### src/kvs_pkg.sv
////////////////////
// Stream word widths, lane count and the raw/lanes word union
////////////////////
package kvs_pkg;

  // Stream word and adder lane widths
  localparam int DATA_WIDTH = 128;
  localparam int LANE_WIDTH = 32;
  localparam int NUM_LANES  = DATA_WIDTH / LANE_WIDTH;

  // Transfer length in words
  localparam int XFER_WIDTH = 32;

  // One stream word, seen whole or as adder lanes (lane 0 in the low bits)
  typedef union packed {
    logic [DATA_WIDTH-1:0]                raw;
    logic [NUM_LANES-1:0][LANE_WIDTH-1:0] lanes;
  } data_word_u;

endpackage : kvs_pkg

### src/stream_rx.sv
////////////////////
// Input word FIFO with credit return on every pop
////////////////////
`timescale 1ns/1ps
`default_nettype none

module stream_rx import kvs_pkg::*; #(
  parameter int FIFO_DEPTH = 4
) (
  input  logic       ap_clk,
  input  logic       areset,
  input  logic       in_valid,
  input  data_word_u in_data,
  output logic       in_credit,
  output logic       rd_valid,
  output data_word_u rd_data,
  input  logic       rd_ready
);

  localparam int PTR_W = (FIFO_DEPTH > 1) ? $clog2(FIFO_DEPTH) : 1;
  localparam int CNT_W = $clog2(FIFO_DEPTH + 1);

  logic [DATA_WIDTH-1:0] mem [FIFO_DEPTH];
  logic [PTR_W-1:0]      wr_ptr;
  logic [PTR_W-1:0]      rd_ptr;
  logic [CNT_W-1:0]      count;
  logic                  full;
  logic                  push;
  logic                  pop;

  assign full     = (count == CNT_W'(FIFO_DEPTH));
  assign push     = in_valid && !full;
  assign pop      = rd_valid && rd_ready;
  assign rd_valid = (count != '0);
  assign rd_data.raw = mem[rd_ptr];

  always_ff @(posedge ap_clk) begin
    if (push) begin
      mem[wr_ptr] <= in_data.raw;
    end
  end

  ////////////////////
  // Pointers and fill level
  always_ff @(posedge ap_clk) begin
    if (areset) begin
      wr_ptr <= '0;
      rd_ptr <= '0;
      count  <= '0;
    end else begin
      if (push) begin
        wr_ptr <= (wr_ptr == PTR_W'(FIFO_DEPTH - 1)) ? '0 : wr_ptr + 1'b1;
      end
      if (pop) begin
        rd_ptr <= (rd_ptr == PTR_W'(FIFO_DEPTH - 1)) ? '0 : rd_ptr + 1'b1;
      end
      if (push && !pop) begin
        count <= count + 1'b1;
      end else if (pop && !push) begin
        count <= count - 1'b1;
      end
    end
  end

  // One credit back upstream per freed slot
  always_ff @(posedge ap_clk) begin
    if (areset) begin
      in_credit <= 1'b0;
    end else begin
      in_credit <= pop;
    end
  end

  a_no_push_when_full: assert property (@(posedge ap_clk) disable iff (areset)
    in_valid |-> !full)
    else $error("Upstream sent a word without a credit");

endmodule : stream_rx

`default_nettype wire

### src/lane_adder.sv
////////////////////
// Two-stage stallable pipeline adding a constant to each lane
////////////////////
`timescale 1ns/1ps
`default_nettype none

module lane_adder import kvs_pkg::*; #(
  parameter logic [LANE_WIDTH-1:0] ADD_CONSTANT = 1
) (
  input  logic       ap_clk,
  input  logic       areset,
  input  logic       rd_valid,
  input  data_word_u rd_data,
  output logic       rd_ready,
  output logic       wr_valid,
  output data_word_u wr_data,
  input  logic       wr_ready
);

  logic       s1_valid;
  logic       s2_valid;
  logic       s1_ready;
  logic       s2_ready;
  data_word_u s1_data;
  data_word_u s2_data;

  // A stage moves when the next one is empty or emptying
  assign s2_ready = !s2_valid || wr_ready;
  assign s1_ready = !s1_valid || s2_ready;

  assign rd_ready = s1_ready;
  assign wr_valid = s2_valid;
  assign wr_data  = s2_data;

  always_ff @(posedge ap_clk) begin
    if (areset) begin
      s1_valid <= 1'b0;
      s2_valid <= 1'b0;
    end else begin
      if (s1_ready) begin
        s1_valid <= rd_valid;
      end
      if (s2_ready) begin
        s2_valid <= s1_valid;
      end
    end
  end

  ////////////////////
  // Data path, wraps per lane
  always_ff @(posedge ap_clk) begin
    if (s1_ready && rd_valid) begin
      s1_data <= rd_data;
    end
    if (s2_ready && s1_valid) begin
      for (int i = 0; i < NUM_LANES; i++) begin
        s2_data.lanes[i] <= s1_data.lanes[i] + ADD_CONSTANT;
      end
    end
  end

endmodule : lane_adder

`default_nettype wire

### src/stream_tx.sv
////////////////////
// Output credit counter, run word counter and channel done
////////////////////
`timescale 1ns/1ps
`default_nettype none

module stream_tx import kvs_pkg::*; #(
  parameter int CREDIT_MAX = 4
) (
  input  logic                  ap_clk,
  input  logic                  areset,
  input  logic                  start_pulse,
  input  logic [XFER_WIDTH-1:0] xfer_words,
  input  logic                  wr_valid,
  input  data_word_u            wr_data,
  output logic                  wr_ready,
  output logic                  out_valid,
  output data_word_u            out_data,
  input  logic                  out_credit,
  output logic                  chan_done
);

  localparam int CRED_W = $clog2(CREDIT_MAX + 1);

  logic [CRED_W-1:0]     credit_q;
  logic                  send;
  logic                  active_q;
  logic [XFER_WIDTH-1:0] sent_q;

  assign wr_ready     = (credit_q != '0);
  assign send         = wr_valid && wr_ready;
  assign out_valid    = send;
  assign out_data.raw = wr_data.raw;

  ////////////////////
  // Credits from downstream
  always_ff @(posedge ap_clk) begin
    if (areset) begin
      credit_q <= CRED_W'(CREDIT_MAX);
    end else if (send && !out_credit) begin
      credit_q <= credit_q - 1'b1;
    end else if (out_credit && !send) begin
      credit_q <= credit_q + 1'b1;
    end
  end

  ////////////////////
  // Words sent in the current run
  always_ff @(posedge ap_clk) begin
    if (areset) begin
      active_q <= 1'b0;
      sent_q   <= '0;
    end else if (start_pulse) begin
      active_q <= 1'b1;
      sent_q   <= XFER_WIDTH'(send);
    end else if (chan_done) begin
      active_q <= 1'b0;
    end else if (active_q && send) begin
      sent_q <= sent_q + 1'b1;
    end
  end

  // Zero-length run finishes right after start
  assign chan_done = active_q && (sent_q == xfer_words);

  a_credit_max: assert property (@(posedge ap_clk) disable iff (areset)
    (out_credit && !send) |-> (credit_q < CRED_W'(CREDIT_MAX)))
    else $error("Output credit count above CREDIT_MAX");

endmodule : stream_tx

`default_nettype wire

### src/kernel_ctrl.sv
////////////////////
// Kernel start/idle/done control and transfer length latch
////////////////////
`timescale 1ns/1ps
`default_nettype none

module kernel_ctrl import kvs_pkg::*; #(
  parameter int NUM_CHANNELS = 2
) (
  input  logic                    ap_clk,
  input  logic                    areset,
  input  logic                    ap_start,
  input  logic [XFER_WIDTH-1:0]   data_num,
  input  logic [NUM_CHANNELS-1:0] chan_done,
  output logic                    start_pulse,
  output logic [XFER_WIDTH-1:0]   xfer_words,
  output logic                    ap_idle,
  output logic                    ap_done
);

  logic                    ap_start_q;
  logic                    ap_idle_q;
  logic [NUM_CHANNELS-1:0] done_flags_q;

  // Rising edge of ap_start
  always_ff @(posedge ap_clk) begin
    if (areset) begin
      ap_start_q <= 1'b0;
    end else begin
      ap_start_q <= ap_start;
    end
  end

  assign start_pulse = ap_start && !ap_start_q;

  // Length is held for the whole run
  always_ff @(posedge ap_clk) begin
    if (start_pulse) begin
      xfer_words <= data_num;
    end
  end

  ////////////////////
  // Idle and done
  always_ff @(posedge ap_clk) begin
    if (areset) begin
      ap_idle_q <= 1'b1;
    end else if (ap_done) begin
      ap_idle_q <= 1'b1;
    end else if (start_pulse) begin
      ap_idle_q <= 1'b0;
    end
  end

  assign ap_idle = ap_idle_q;

  // Sticky per-channel flags, cleared once all are in
  always_ff @(posedge ap_clk) begin
    if (areset) begin
      done_flags_q <= '0;
    end else if (start_pulse || ap_done) begin
      done_flags_q <= '0;
    end else begin
      done_flags_q <= done_flags_q | chan_done;
    end
  end

  assign ap_done = &done_flags_q;

  a_no_done_on_start: assert property (@(posedge ap_clk) disable iff (areset)
    !ap_idle |-> !(ap_done && start_pulse))
    else $error("ap_done and start_pulse together during a run");

endmodule : kernel_ctrl

`default_nettype wire

### src/vadd_channel.sv
////////////////////
// One channel: input FIFO, lane adder and output stage
////////////////////
`timescale 1ns/1ps
`default_nettype none

module vadd_channel import kvs_pkg::*; #(
  parameter int                    FIFO_DEPTH   = 4,
  parameter int                    CREDIT_MAX   = 4,
  parameter logic [LANE_WIDTH-1:0] ADD_CONSTANT = 1
) (
  input  logic                  ap_clk,
  input  logic                  areset,
  input  logic                  start_pulse,
  input  logic [XFER_WIDTH-1:0] xfer_words,
  input  logic                  in_valid,
  input  data_word_u            in_data,
  output logic                  in_credit,
  output logic                  out_valid,
  output data_word_u            out_data,
  input  logic                  out_credit,
  output logic                  chan_done
);

  logic       rd_valid;
  logic       rd_ready;
  data_word_u rd_data;
  logic       wr_valid;
  logic       wr_ready;
  data_word_u wr_data;

  stream_rx #(
    .FIFO_DEPTH (FIFO_DEPTH)
  ) stream_rx_i (
    .ap_clk    (ap_clk),
    .areset    (areset),
    .in_valid  (in_valid),
    .in_data   (in_data),
    .in_credit (in_credit),
    .rd_valid  (rd_valid),
    .rd_data   (rd_data),
    .rd_ready  (rd_ready)
  );

  lane_adder #(
    .ADD_CONSTANT (ADD_CONSTANT)
  ) lane_adder_i (
    .ap_clk   (ap_clk),
    .areset   (areset),
    .rd_valid (rd_valid),
    .rd_data  (rd_data),
    .rd_ready (rd_ready),
    .wr_valid (wr_valid),
    .wr_data  (wr_data),
    .wr_ready (wr_ready)
  );

  stream_tx #(
    .CREDIT_MAX (CREDIT_MAX)
  ) stream_tx_i (
    .ap_clk      (ap_clk),
    .areset      (areset),
    .start_pulse (start_pulse),
    .xfer_words  (xfer_words),
    .wr_valid    (wr_valid),
    .wr_data     (wr_data),
    .wr_ready    (wr_ready),
    .out_valid   (out_valid),
    .out_data    (out_data),
    .out_credit  (out_credit),
    .chan_done   (chan_done)
  );

endmodule : vadd_channel

`default_nettype wire

### src/kvs_kernel_top.sv
////////////////////
// Stream kernel top: control block and parallel channels
////////////////////
`timescale 1ns/1ps
`default_nettype none

module kvs_kernel_top import kvs_pkg::*; #(
  parameter int                    NUM_CHANNELS = 2,
  parameter int                    FIFO_DEPTH   = 4,
  parameter int                    CREDIT_MAX   = 4,
  parameter logic [LANE_WIDTH-1:0] ADD_CONSTANT = 1
) (
  input  logic                                ap_clk,
  input  logic                                areset,
  input  logic                                ap_start,
  output logic                                ap_idle,
  output logic                                ap_done,
  input  logic [XFER_WIDTH-1:0]               data_num,
  input  logic [NUM_CHANNELS-1:0]             in_valid,
  input  data_word_u [NUM_CHANNELS-1:0]       in_data,
  output logic [NUM_CHANNELS-1:0]             in_credit,
  output logic [NUM_CHANNELS-1:0]             out_valid,
  output data_word_u [NUM_CHANNELS-1:0]       out_data,
  input  logic [NUM_CHANNELS-1:0]             out_credit
);

  logic                    start_pulse;
  logic [XFER_WIDTH-1:0]   xfer_words;
  logic [NUM_CHANNELS-1:0] chan_done;

  kernel_ctrl #(
    .NUM_CHANNELS (NUM_CHANNELS)
  ) kernel_ctrl_i (
    .ap_clk      (ap_clk),
    .areset      (areset),
    .ap_start    (ap_start),
    .data_num    (data_num),
    .chan_done   (chan_done),
    .start_pulse (start_pulse),
    .xfer_words  (xfer_words),
    .ap_idle     (ap_idle),
    .ap_done     (ap_done)
  );

  ////////////////////
  // Channels
  for (genvar ch = 0; ch < NUM_CHANNELS; ch++) begin : g_chan
    vadd_channel #(
      .FIFO_DEPTH   (FIFO_DEPTH),
      .CREDIT_MAX   (CREDIT_MAX),
      .ADD_CONSTANT (ADD_CONSTANT)
    ) vadd_channel_i (
      .ap_clk      (ap_clk),
      .areset      (areset),
      .start_pulse (start_pulse),
      .xfer_words  (xfer_words),
      .in_valid    (in_valid[ch]),
      .in_data     (in_data[ch]),
      .in_credit   (in_credit[ch]),
      .out_valid   (out_valid[ch]),
      .out_data    (out_data[ch]),
      .out_credit  (out_credit[ch]),
      .chan_done   (chan_done[ch])
    );
  end

endmodule : kvs_kernel_top

`default_nettype wire

### config.mk
export PLATFORM = sky130hd
export DESIGN_NAME = kvs_kernel_top
export DESIGN_NICKNAME = d
export VERILOG_FILES = /design/src/kvs_pkg.sv /design/src/stream_rx.sv /design/src/lane_adder.sv /design/src/stream_tx.sv /design/src/kernel_ctrl.sv /design/src/vadd_channel.sv /design/src/kvs_kernel_top.sv
export SDC_FILE = /design/constraint.sdc
export NUM_CORES = 1
export LEC_CHECK = 0
export ABC_AREA = 1
export BUFFER_PORTS_ARGS = -buffer_cell sky130_fd_sc_hd__buf_2
export CAP_MARGIN = 20
export CORE_MARGIN = 5
export CORE_UTILIZATION = 40
export DETAILED_ROUTE_END_ITERATION = 6
export MAX_ROUTING_LAYER = met4
export PLACE_DENSITY_LB_ADDON = 0.1
export RECOVER_POWER = 50
export SYNTH_ARGS = -nofsm -noshare
export SYNTH_HDL_FRONTEND = slang
export SYNTH_SLANG_ARGS = --single-unit
### constraint.sdc
create_clock -name ap_clk -period 11.4 [get_ports ap_clk]
set_clock_uncertainty 0.15 [all_clocks]
set_input_delay 0.57 -clock ap_clk [delete_from_list [all_inputs] [get_ports ap_clk]]
set_output_delay 0.57 -clock ap_clk [all_outputs]
set_load 0.01 [all_outputs]
==> flow_summary_export.csv, run 1 <==
group,metric,value,unit
clocking,clock_latency,800,ps
power_and_ir_drop,p_seq_frac,0.495,
clocking,clock_path_buffers,3,
setup_path,crit_path_top_delay_cell,"clkinvlp_2",
timing,max_freq,187.2,MHz
finish,area_delta_synth_final,19.48,%
power_and_ir_drop,pwr-share-clk,0.287,
logic_synthesis,yosys.area_share.simple,0.1051,
power_and_ir_drop,switchingPower,6.211,mW
logic_synthesis,ys_types,44,
placement,hpwl,107500,um
setup_path,cp-end-kind,"register",
global_route,antenna_found_initial,31,
logic_synthesis,synthAdderAreaFrac,0.005786,
placement,pre_cts_ws,8019,ps
global_route,grt_use_total,0.2029,
floorplan,die_h,415.4,um
global_route,grt_pass1_vias,40070,
setup_path,start_kind,"register",
route,ant_nets,0,
floorplan,coreArea,163100,um^2
logic_synthesis,synth-seq-area-share,0.7455,
logic_synthesis,synth_top_cell_area_share,0.7163,
logic_synthesis,synth_compound_gate_area_share,0.07271,
timing,worstMarginPinSlew,3490,ps
setup_path,arrival,5620,ps
finish,finalNetCount,6059,
logic_synthesis,synthesis.nets,5212,
power_and_ir_drop,p_comb_frac,0.217,
route,drt_iter0_drc,2705,
clocking,ctsResizeCount,0,
placement,port_buffers,556,
setup_path,worstPathRequired,11680,ps
route,wl,173600,um
power_and_ir_drop,peakVddDrop,0.0002036,V
route,num_vias,40460,
finish,layout_commonest_cell,"edfxtp_1",
timing,fin_crit_sh,0.4686,
logic_synthesis,syn_area,65740,um^2
timing,fin_setup_tns,0,ps
flow_run,cap_violations,6,
setup_path,crit_top_cell,"inv_1",
route,via_per_inst,5.006,
finish,fillCellCount,14460,
clocking,path_clk_slew,60,ps
logic_synthesis,ys_ff_latch,1664,
clocking,clock-sinks,1664,
worst_hold_path,hp-class,"primary input to register",
outcome,status,"finished with violations",
route,drc_errors,0,
clocking,cts_tree,"yes",
finish,layout_common_cells,"1568 x edfxtp_1, 729 x nor2_1, 532 x o21ai_0",
logic_synthesis,synth_edf_count,1568,
clocking,cts_root_buf,"clkbuf_16",
power_and_ir_drop,p_leak,26.55,nW
setup_path,crit_fanout,71,
placement,place.gp.congestion,0.8598,
power_and_ir_drop,p_int,12.97,mW
setup_path,critPathKind,"register to register",
setup_path,path_cells,"inv_1 > nand3_1 > nor2_1 > inv_1 > nand2_1 > clkinvlp_2 > buf_4",
logic_synthesis,synth-xor-area-share,0.04583,
logic_synthesis,synthCells,4889,
outcome,violations,"max-capacitance violations, max-slew violations",
route,routedWlPerCell,21.49,um
setup_path,max_stage_delay,2570,ps
route,drtPass1Iterations,5,
floorplan,dieArea,172500,um^2
logic_synthesis,synth.area.top_cells,"edfxtp_1 72%, nor2_1 4.1%, o21ai_0 4.1%, dfxtp_1 2.9%, nand2_1 2.6%",
timing,setup_violations,0,
logic_synthesis,synth_top_area_cell,"edfxtp_1",
global_route,met2_usage,0.3600,
global_route,grt.busiest_layer,"met2",
logic_synthesis,synth.area.mux_share,0,
clocking,numCtsBuffers,179,
clocking,htree_levels,4,
global_route,use_met3,0.03168,
power_and_ir_drop,p_sw_frac,0.3239,
logic_synthesis,avgSynthCellArea,13.45,um^2
power_and_ir_drop,power_density,244.2,nW/um^2
logic_synthesis,synth_top_family_by_area,"simple AND/OR/NAND/NOR gates",
global_route,grt_pass1_wl,260300,um
timing,fin_ws,6058,ps
timing,slew_headroom,-1.339,
timing,rsz0062_at_grt,"false",
timing,period_needed,5342,ps
logic_synthesis,synth-async-reset-ratio,0,
logic_synthesis,yosysWarnings,0,
timing,slew_viol_final,315,
floorplan,fp.dieW,415.4,um
global_route,grt_max_degree,225,
finish,drive_above_1_share,0.09412,
global_route,grt-ovfl-total,0,
floorplan,io_pins,557,
global_route,grtUsageMet1,0.2394,
timing,hold_viol,0,
floorplan,rows,148,
floorplan,start_util,0.4029,
logic_synthesis,dominantRegCellSynth,"edfxtp_1",
## per-layer routing
layer | up-vias | routed length [um]
met5 | - | 0
met4 | 0 | 5227
met3 | 288 | 6657
met2 | 810 | 91420
met1 | 19960 | 70340
li1 | 19400 | -
## sequential cells by signal, indices dropped and copies added, names as in the netlist
name,flops
g_chan.vadd_channel_i.stream_rx_i.mem,1024
g_chan.vadd_channel_i.lane_adder_i.s1_data,256
g_chan.vadd_channel_i.lane_adder_i.wr_data,256
g_chan.vadd_channel_i.stream_tx_i.sent_q,64
kernel_ctrl_i.xfer_words,32
g_chan.vadd_channel_i.stream_rx_i.count,6
g_chan.vadd_channel_i.stream_tx_i.credit_q,6
g_chan.vadd_channel_i.stream_rx_i.rd_ptr,4
g_chan.vadd_channel_i.stream_rx_i.wr_ptr,4
g_chan.vadd_channel_i.lane_adder_i.s1_valid,2
g_chan.vadd_channel_i.lane_adder_i.wr_valid,2
g_chan.vadd_channel_i.stream_rx_i.in_credit,2
g_chan.vadd_channel_i.stream_tx_i.active_q,2
kernel_ctrl_i.done_flags_q,2
kernel_ctrl_i.ap_idle,1
kernel_ctrl_i.ap_start_q,1
## what timing repair did
action / CTS / global route
hold buffers: 290 / 0
setup buffers: 0 / 0
hold endpoints to repair: 1058 / 0
## path summary, 6_finish.rpt
kind | from | to | slack, ps | cells after the start
worst min-delay path | areset | g_chan[0].vadd_channel_i.stream_rx_i.in_credit$_SDFF_PP0_ | 70 | 2
worst min register to register | kernel_ctrl_i.done_flags_q[1]$_SDFF_PP0_ | kernel_ctrl_i.done_flags_q[1]$_SDFF_PP0_ | 300 | 2
worst max-delay path | register | g_chan[1].vadd_channel_i.lane_adder_i.wr_data[97]$_DFFE_PP_ | 6060 | 7
worst max register to register | register | g_chan[1].vadd_channel_i.lane_adder_i.wr_data[97]$_DFFE_PP_ | 6060 | 7
## cell families (layout without fill, tap and decap cells)
logic type               Yosys count  count (layout)
AO/OA/AOI/OAI                    889             889
XOR/XNOR                         344             344
adder cells (fa/ha/maj)           28              28
buffers and inverters            413            1410
flip-flops                      1664            1664
other                              0              20
AND/OR/NAND/NOR                 1551            1551
## power groups by stage
stage,combinational (mW),clock [mW],sequential (mW)
2_1_floorplan,2.57,0,9.50
3_3_place_gp,4.22,0,9.64
3_5_place_dp,4.27,0,9.63
4_1_cts,4.37,5.66,9.52
5_1_grt,4.66,5.92,9.64
6_report,4.17,5.51,9.50
## critical path, delay by kind of cell, from the launching register on
family | cells | cell delay [ps]
DFF | 1 | 300
buffers and inverters | 4 | 4100
and+or+nand+nor | 3 | 340
## cells in the mapped netlist (72+ instances only)
master    number
inv_1        201
clkbuf_1     159
edfxtp_1    1568
o22ai_1      256
dfxtp_1       96
nor2_1       715
nor3_1        72
xnor2_1      154
o21ai_0      532
nand3_1      137
xor2_1       190
a21oi_1       97
nand2_1      457
## metrics by stage
stage                     total power [mW]  hold WS [ps]  instances  utilization  area [um^2]
after global placement               13.86         285.8       7439       0.4341        70810
after CTS                            19.55         4.163       8061       0.4860        79290
after detailed placement             13.90         293.0       7440       0.4342        70840
final                                19.18         73.22       8081       0.4814        78540
after floorplan                      12.06         277.1       4889            -        65740
after global routing                 20.21         37.56       8077       0.4813        78530
## cell type report
type	count	area, um^2	area share
clock inverter	111	743.2	0.009463
timing repair buffer	877	5598	0.07128
multi-input combinational	2812	14810	0.1886
inverter	202	790.8	0.01007
antenna	20	50.05	0.0006372
sequential	1664	49020	0.6241
clock buffer	220	4803	0.06116
tap	2175	2721	0.03465
Note: power is estimated with default switching activity, not from simulation.
==> inputs of run 2 (changes only) <==
--- a/config.mk
+++ b/config.mk
@@ -5,7 +5,7 @@
 export SDC_FILE = /design/constraint.sdc
 export NUM_CORES = 1
 export LEC_CHECK = 0
-export ABC_AREA = 1
+export ABC_AREA = 0
 export BUFFER_PORTS_ARGS = -buffer_cell sky130_fd_sc_hd__buf_2
 export CAP_MARGIN = 20
 export CORE_MARGIN = 5
==> constraint.sdc (replaced) <==
create_clock -name ap_clk -period 4.6 [get_ports ap_clk]
set_clock_uncertainty 0.15 [all_clocks]
set_input_delay 0.23 -clock ap_clk [delete_from_list [all_inputs] [get_ports ap_clk]]
set_output_delay 0.23 -clock ap_clk [all_outputs]
set_load 0.01 [all_outputs]
==> run 2 against run 1 <==
The run still ends with max-capacitance violations, max-slew violations left; utilization increased by 1.5 points; wire length decreased by 15%; synthesized cell count decreased by 34%; worst hold slack improved by 36 ps; clock power increased by 150%.
==> flow_summary_export.csv, run 2 <==
group,metric,value,unit
flow_run,cap_violations,6,
logic_synthesis,yosysWarnings,0,
power_and_ir_drop,peakVddDrop,0.0004014,V
placement,place.gp.congestion,0.8079,
route,routedWlPerCell,22.66,um
clocking,clock_path_buffers,3,
route,drtPass1Iterations,5,
finish,fin_area,77540,um^2
clocking,clock_latency,800,ps
timing,slew_viol_final,227,
logic_synthesis,synth.area.top_cells,"edfxtp_1 75%, mux4_2 9.2%, dfxtp_1 3.1%, xor2_1 2.2%, xnor2_1 2.2%",
timing,max_freq,295.8,MHz
logic_synthesis,synth_top_area_cell,"edfxtp_1",
timing,worstMarginPinSlew,2397,ps
finish,area_delta_synth_final,23.30,%
setup_path,arrival,3640,ps
setup_path,crit_fanout,45,
power_and_ir_drop,p_leak,25.21,nW
outcome,status,"finished with violations",
power_and_ir_drop,power_density,584.0,nW/um^2
logic_synthesis,ys_ff_latch,1664,
logic_synthesis,ys_types,55,
global_route,grt-ovfl-total,0,
logic_synthesis,synthesis.nets,3527,
clocking,clock-sinks,1664,
global_route,grt_max_degree,95,
logic_synthesis,synth_edf_count,1568,
finish,drive_above_1_share,0.1490,
finish,final_util,0.4964,
worst_hold_path,min_from,"in_data[46]",
floorplan,start_util,0.4026,
global_route,grt_pass1_wl,219100,um
clocking,path_clk_slew,60,ps
clocking,cts_root_buf,"clkbuf_16",
worst_hold_path,hp-class,"primary input to register",
setup_path,worstPathRequired,4860,ps
setup_path,start_kind,"register",
global_route,grt_use_total,0.1830,
clocking,cts_tree,"yes",
floorplan,rows,145,
logic_synthesis,synthCells,3204,
timing,fin_setup_tns,0,ps
clocking,htree_levels,4,
global_route,antenna_found_initial,56,
placement,place_area,68670,um^2
clocking,ctsResizeCount,0,
route,drc_errors,0,
finish,finalNetCount,4605,
global_route,grt_pass1_vias,33890,
timing,period_needed,3381,ps
route,ant_nets,0,
setup_path,critPathKind,"register to register",
setup_path,cp-end-kind,"register",
clocking,numCtsBuffers,176,
floorplan,io_pins,557,
outcome,violations,"max-capacitance violations, max-slew violations",
timing,rsz0062_at_grt,"false",
timing,setup_violations,0,
finish,fin_cells,6529,
logic_synthesis,synth-seq-area-share,0.7793,
logic_synthesis,synth_top_cell_area_share,0.7487,
floorplan,dieArea,165300,um^2
logic_synthesis,synth_common_cells,"1568 x edfxtp_1, 256 x mux4_2, 159 x xor2_1",
route,drt_iter0_drc,2320,
route,wl,147900,um
placement,hpwl,98430,um
logic_synthesis,avgSynthCellArea,19.63,um^2
logic_synthesis,synth-async-reset-ratio,0,
finish,layout_commonest_cell,"edfxtp_1",
timing,slew_headroom,-0.6012,
floorplan,fp.dieW,406.5,um
logic_synthesis,post-synth-top-count-cell,"edfxtp_1",
logic_synthesis,dominantRegCellSynth,"edfxtp_1",
floorplan,die_h,406.5,um
finish,layout_common_cells,"1568 x edfxtp_1, 522 x clkbuf_1, 378 x dlygate4sd3_1",
placement,port_buffers,556,
route,via_per_inst,5.025,
finish,largest_reg_flops,1024,
finish,max_flop_register,"g_chan.vadd_channel_i.stream_rx_i.mem",
logic_synthesis,syn_area,62890,um^2
route,num_vias,32810,
floorplan,coreArea,156200,um^2
timing,fin_crit_sh,0.7349,
timing,hold_viol,0,
placement,dp.cells,5784,
==> run 2: worst paths after layout <==
kind	endpoint	slack (ps)	cells after the start
max	g_chan[0].vadd_channel_i.lane_adder_i.wr_data[21]$_DFFE_PP_	1220	4
max reg2reg	g_chan[0].vadd_channel_i.lane_adder_i.wr_data[21]$_DFFE_PP_	1220	4
min reg2reg	kernel_ctrl_i.ap_idle$_SDFFE_PP1P_	320	1
min	g_chan[0].vadd_channel_i.stream_rx_i.mem[0][46]$_DFFE_PP_	110	2
==> run 2: critical path, stage by stage (launching register included) <==
cell     delay, ps
dfxtp_1        360
nor3_1          80
and2_0         220
nor2b_1       1800
buf_12         350
==> run 2: per-stage QoR <==
step                      setup slack, ps  total power, mW  hold slack, ps
after floorplan                     68.75            28.42           178.9
after global placement               1751            32.01           257.7
after detailed placement             1751            32.06           259.7
after CTS                            1701            46.26          0.4122
after global routing                989.0            47.54           92.34
final                                1219            45.28           109.4
==> run 2: timing repair <==
action                                  CTS  global route
endpoints found under the hold margin  1088             0
hold buffers                            378             0
setup buffers                             0             0
==> run 2: area by class of cell <==
class | count | area [um^2]
sequential | 1664 | 49010
clock buffer | 220 | 4601
antenna | 47 | 117.6
multi-input combinational | 1393 | 13310
timing repair buffer | 996 | 6706
inverter | 51 | 201.4
clock inverter | 100 | 1020
fill | 13190 | 78670
tap | 2058 | 2575
==> run 2: kinds of logic (layout without fill, tap and decap cells) <==
family,Yosys count,count (layout),share of synthesized area
fa+ha+maj,28,28,0.006048
xor+xnor,315,315,0.04387
simple gates,639,639,0.05439
flops,1664,1664,0.7793
compound gates,149,149,0.01425
buf+inv,147,1367,0.009550
other cells,0,47,0
mux,262,262,0.09263
==> run 2: where the power goes <==
part           total [mW]  switching [mW]  internal, mW
sequential           22.9            1.96          20.9
combinational        8.68            4.85          3.82
clock                13.7            5.91          7.83
==> run 2: layer usage <==
layer | GRT usage | wire length, um | vias up
li1 | - | - | 15030
met5 | - | 0 | -
met2 | 0.2822 | 69830 | 845
met3 | 0.05059 | 10770 | 225
met1 | 0.2434 | 64050 | 16710
met4 | 0.04598 | 3281 | 0
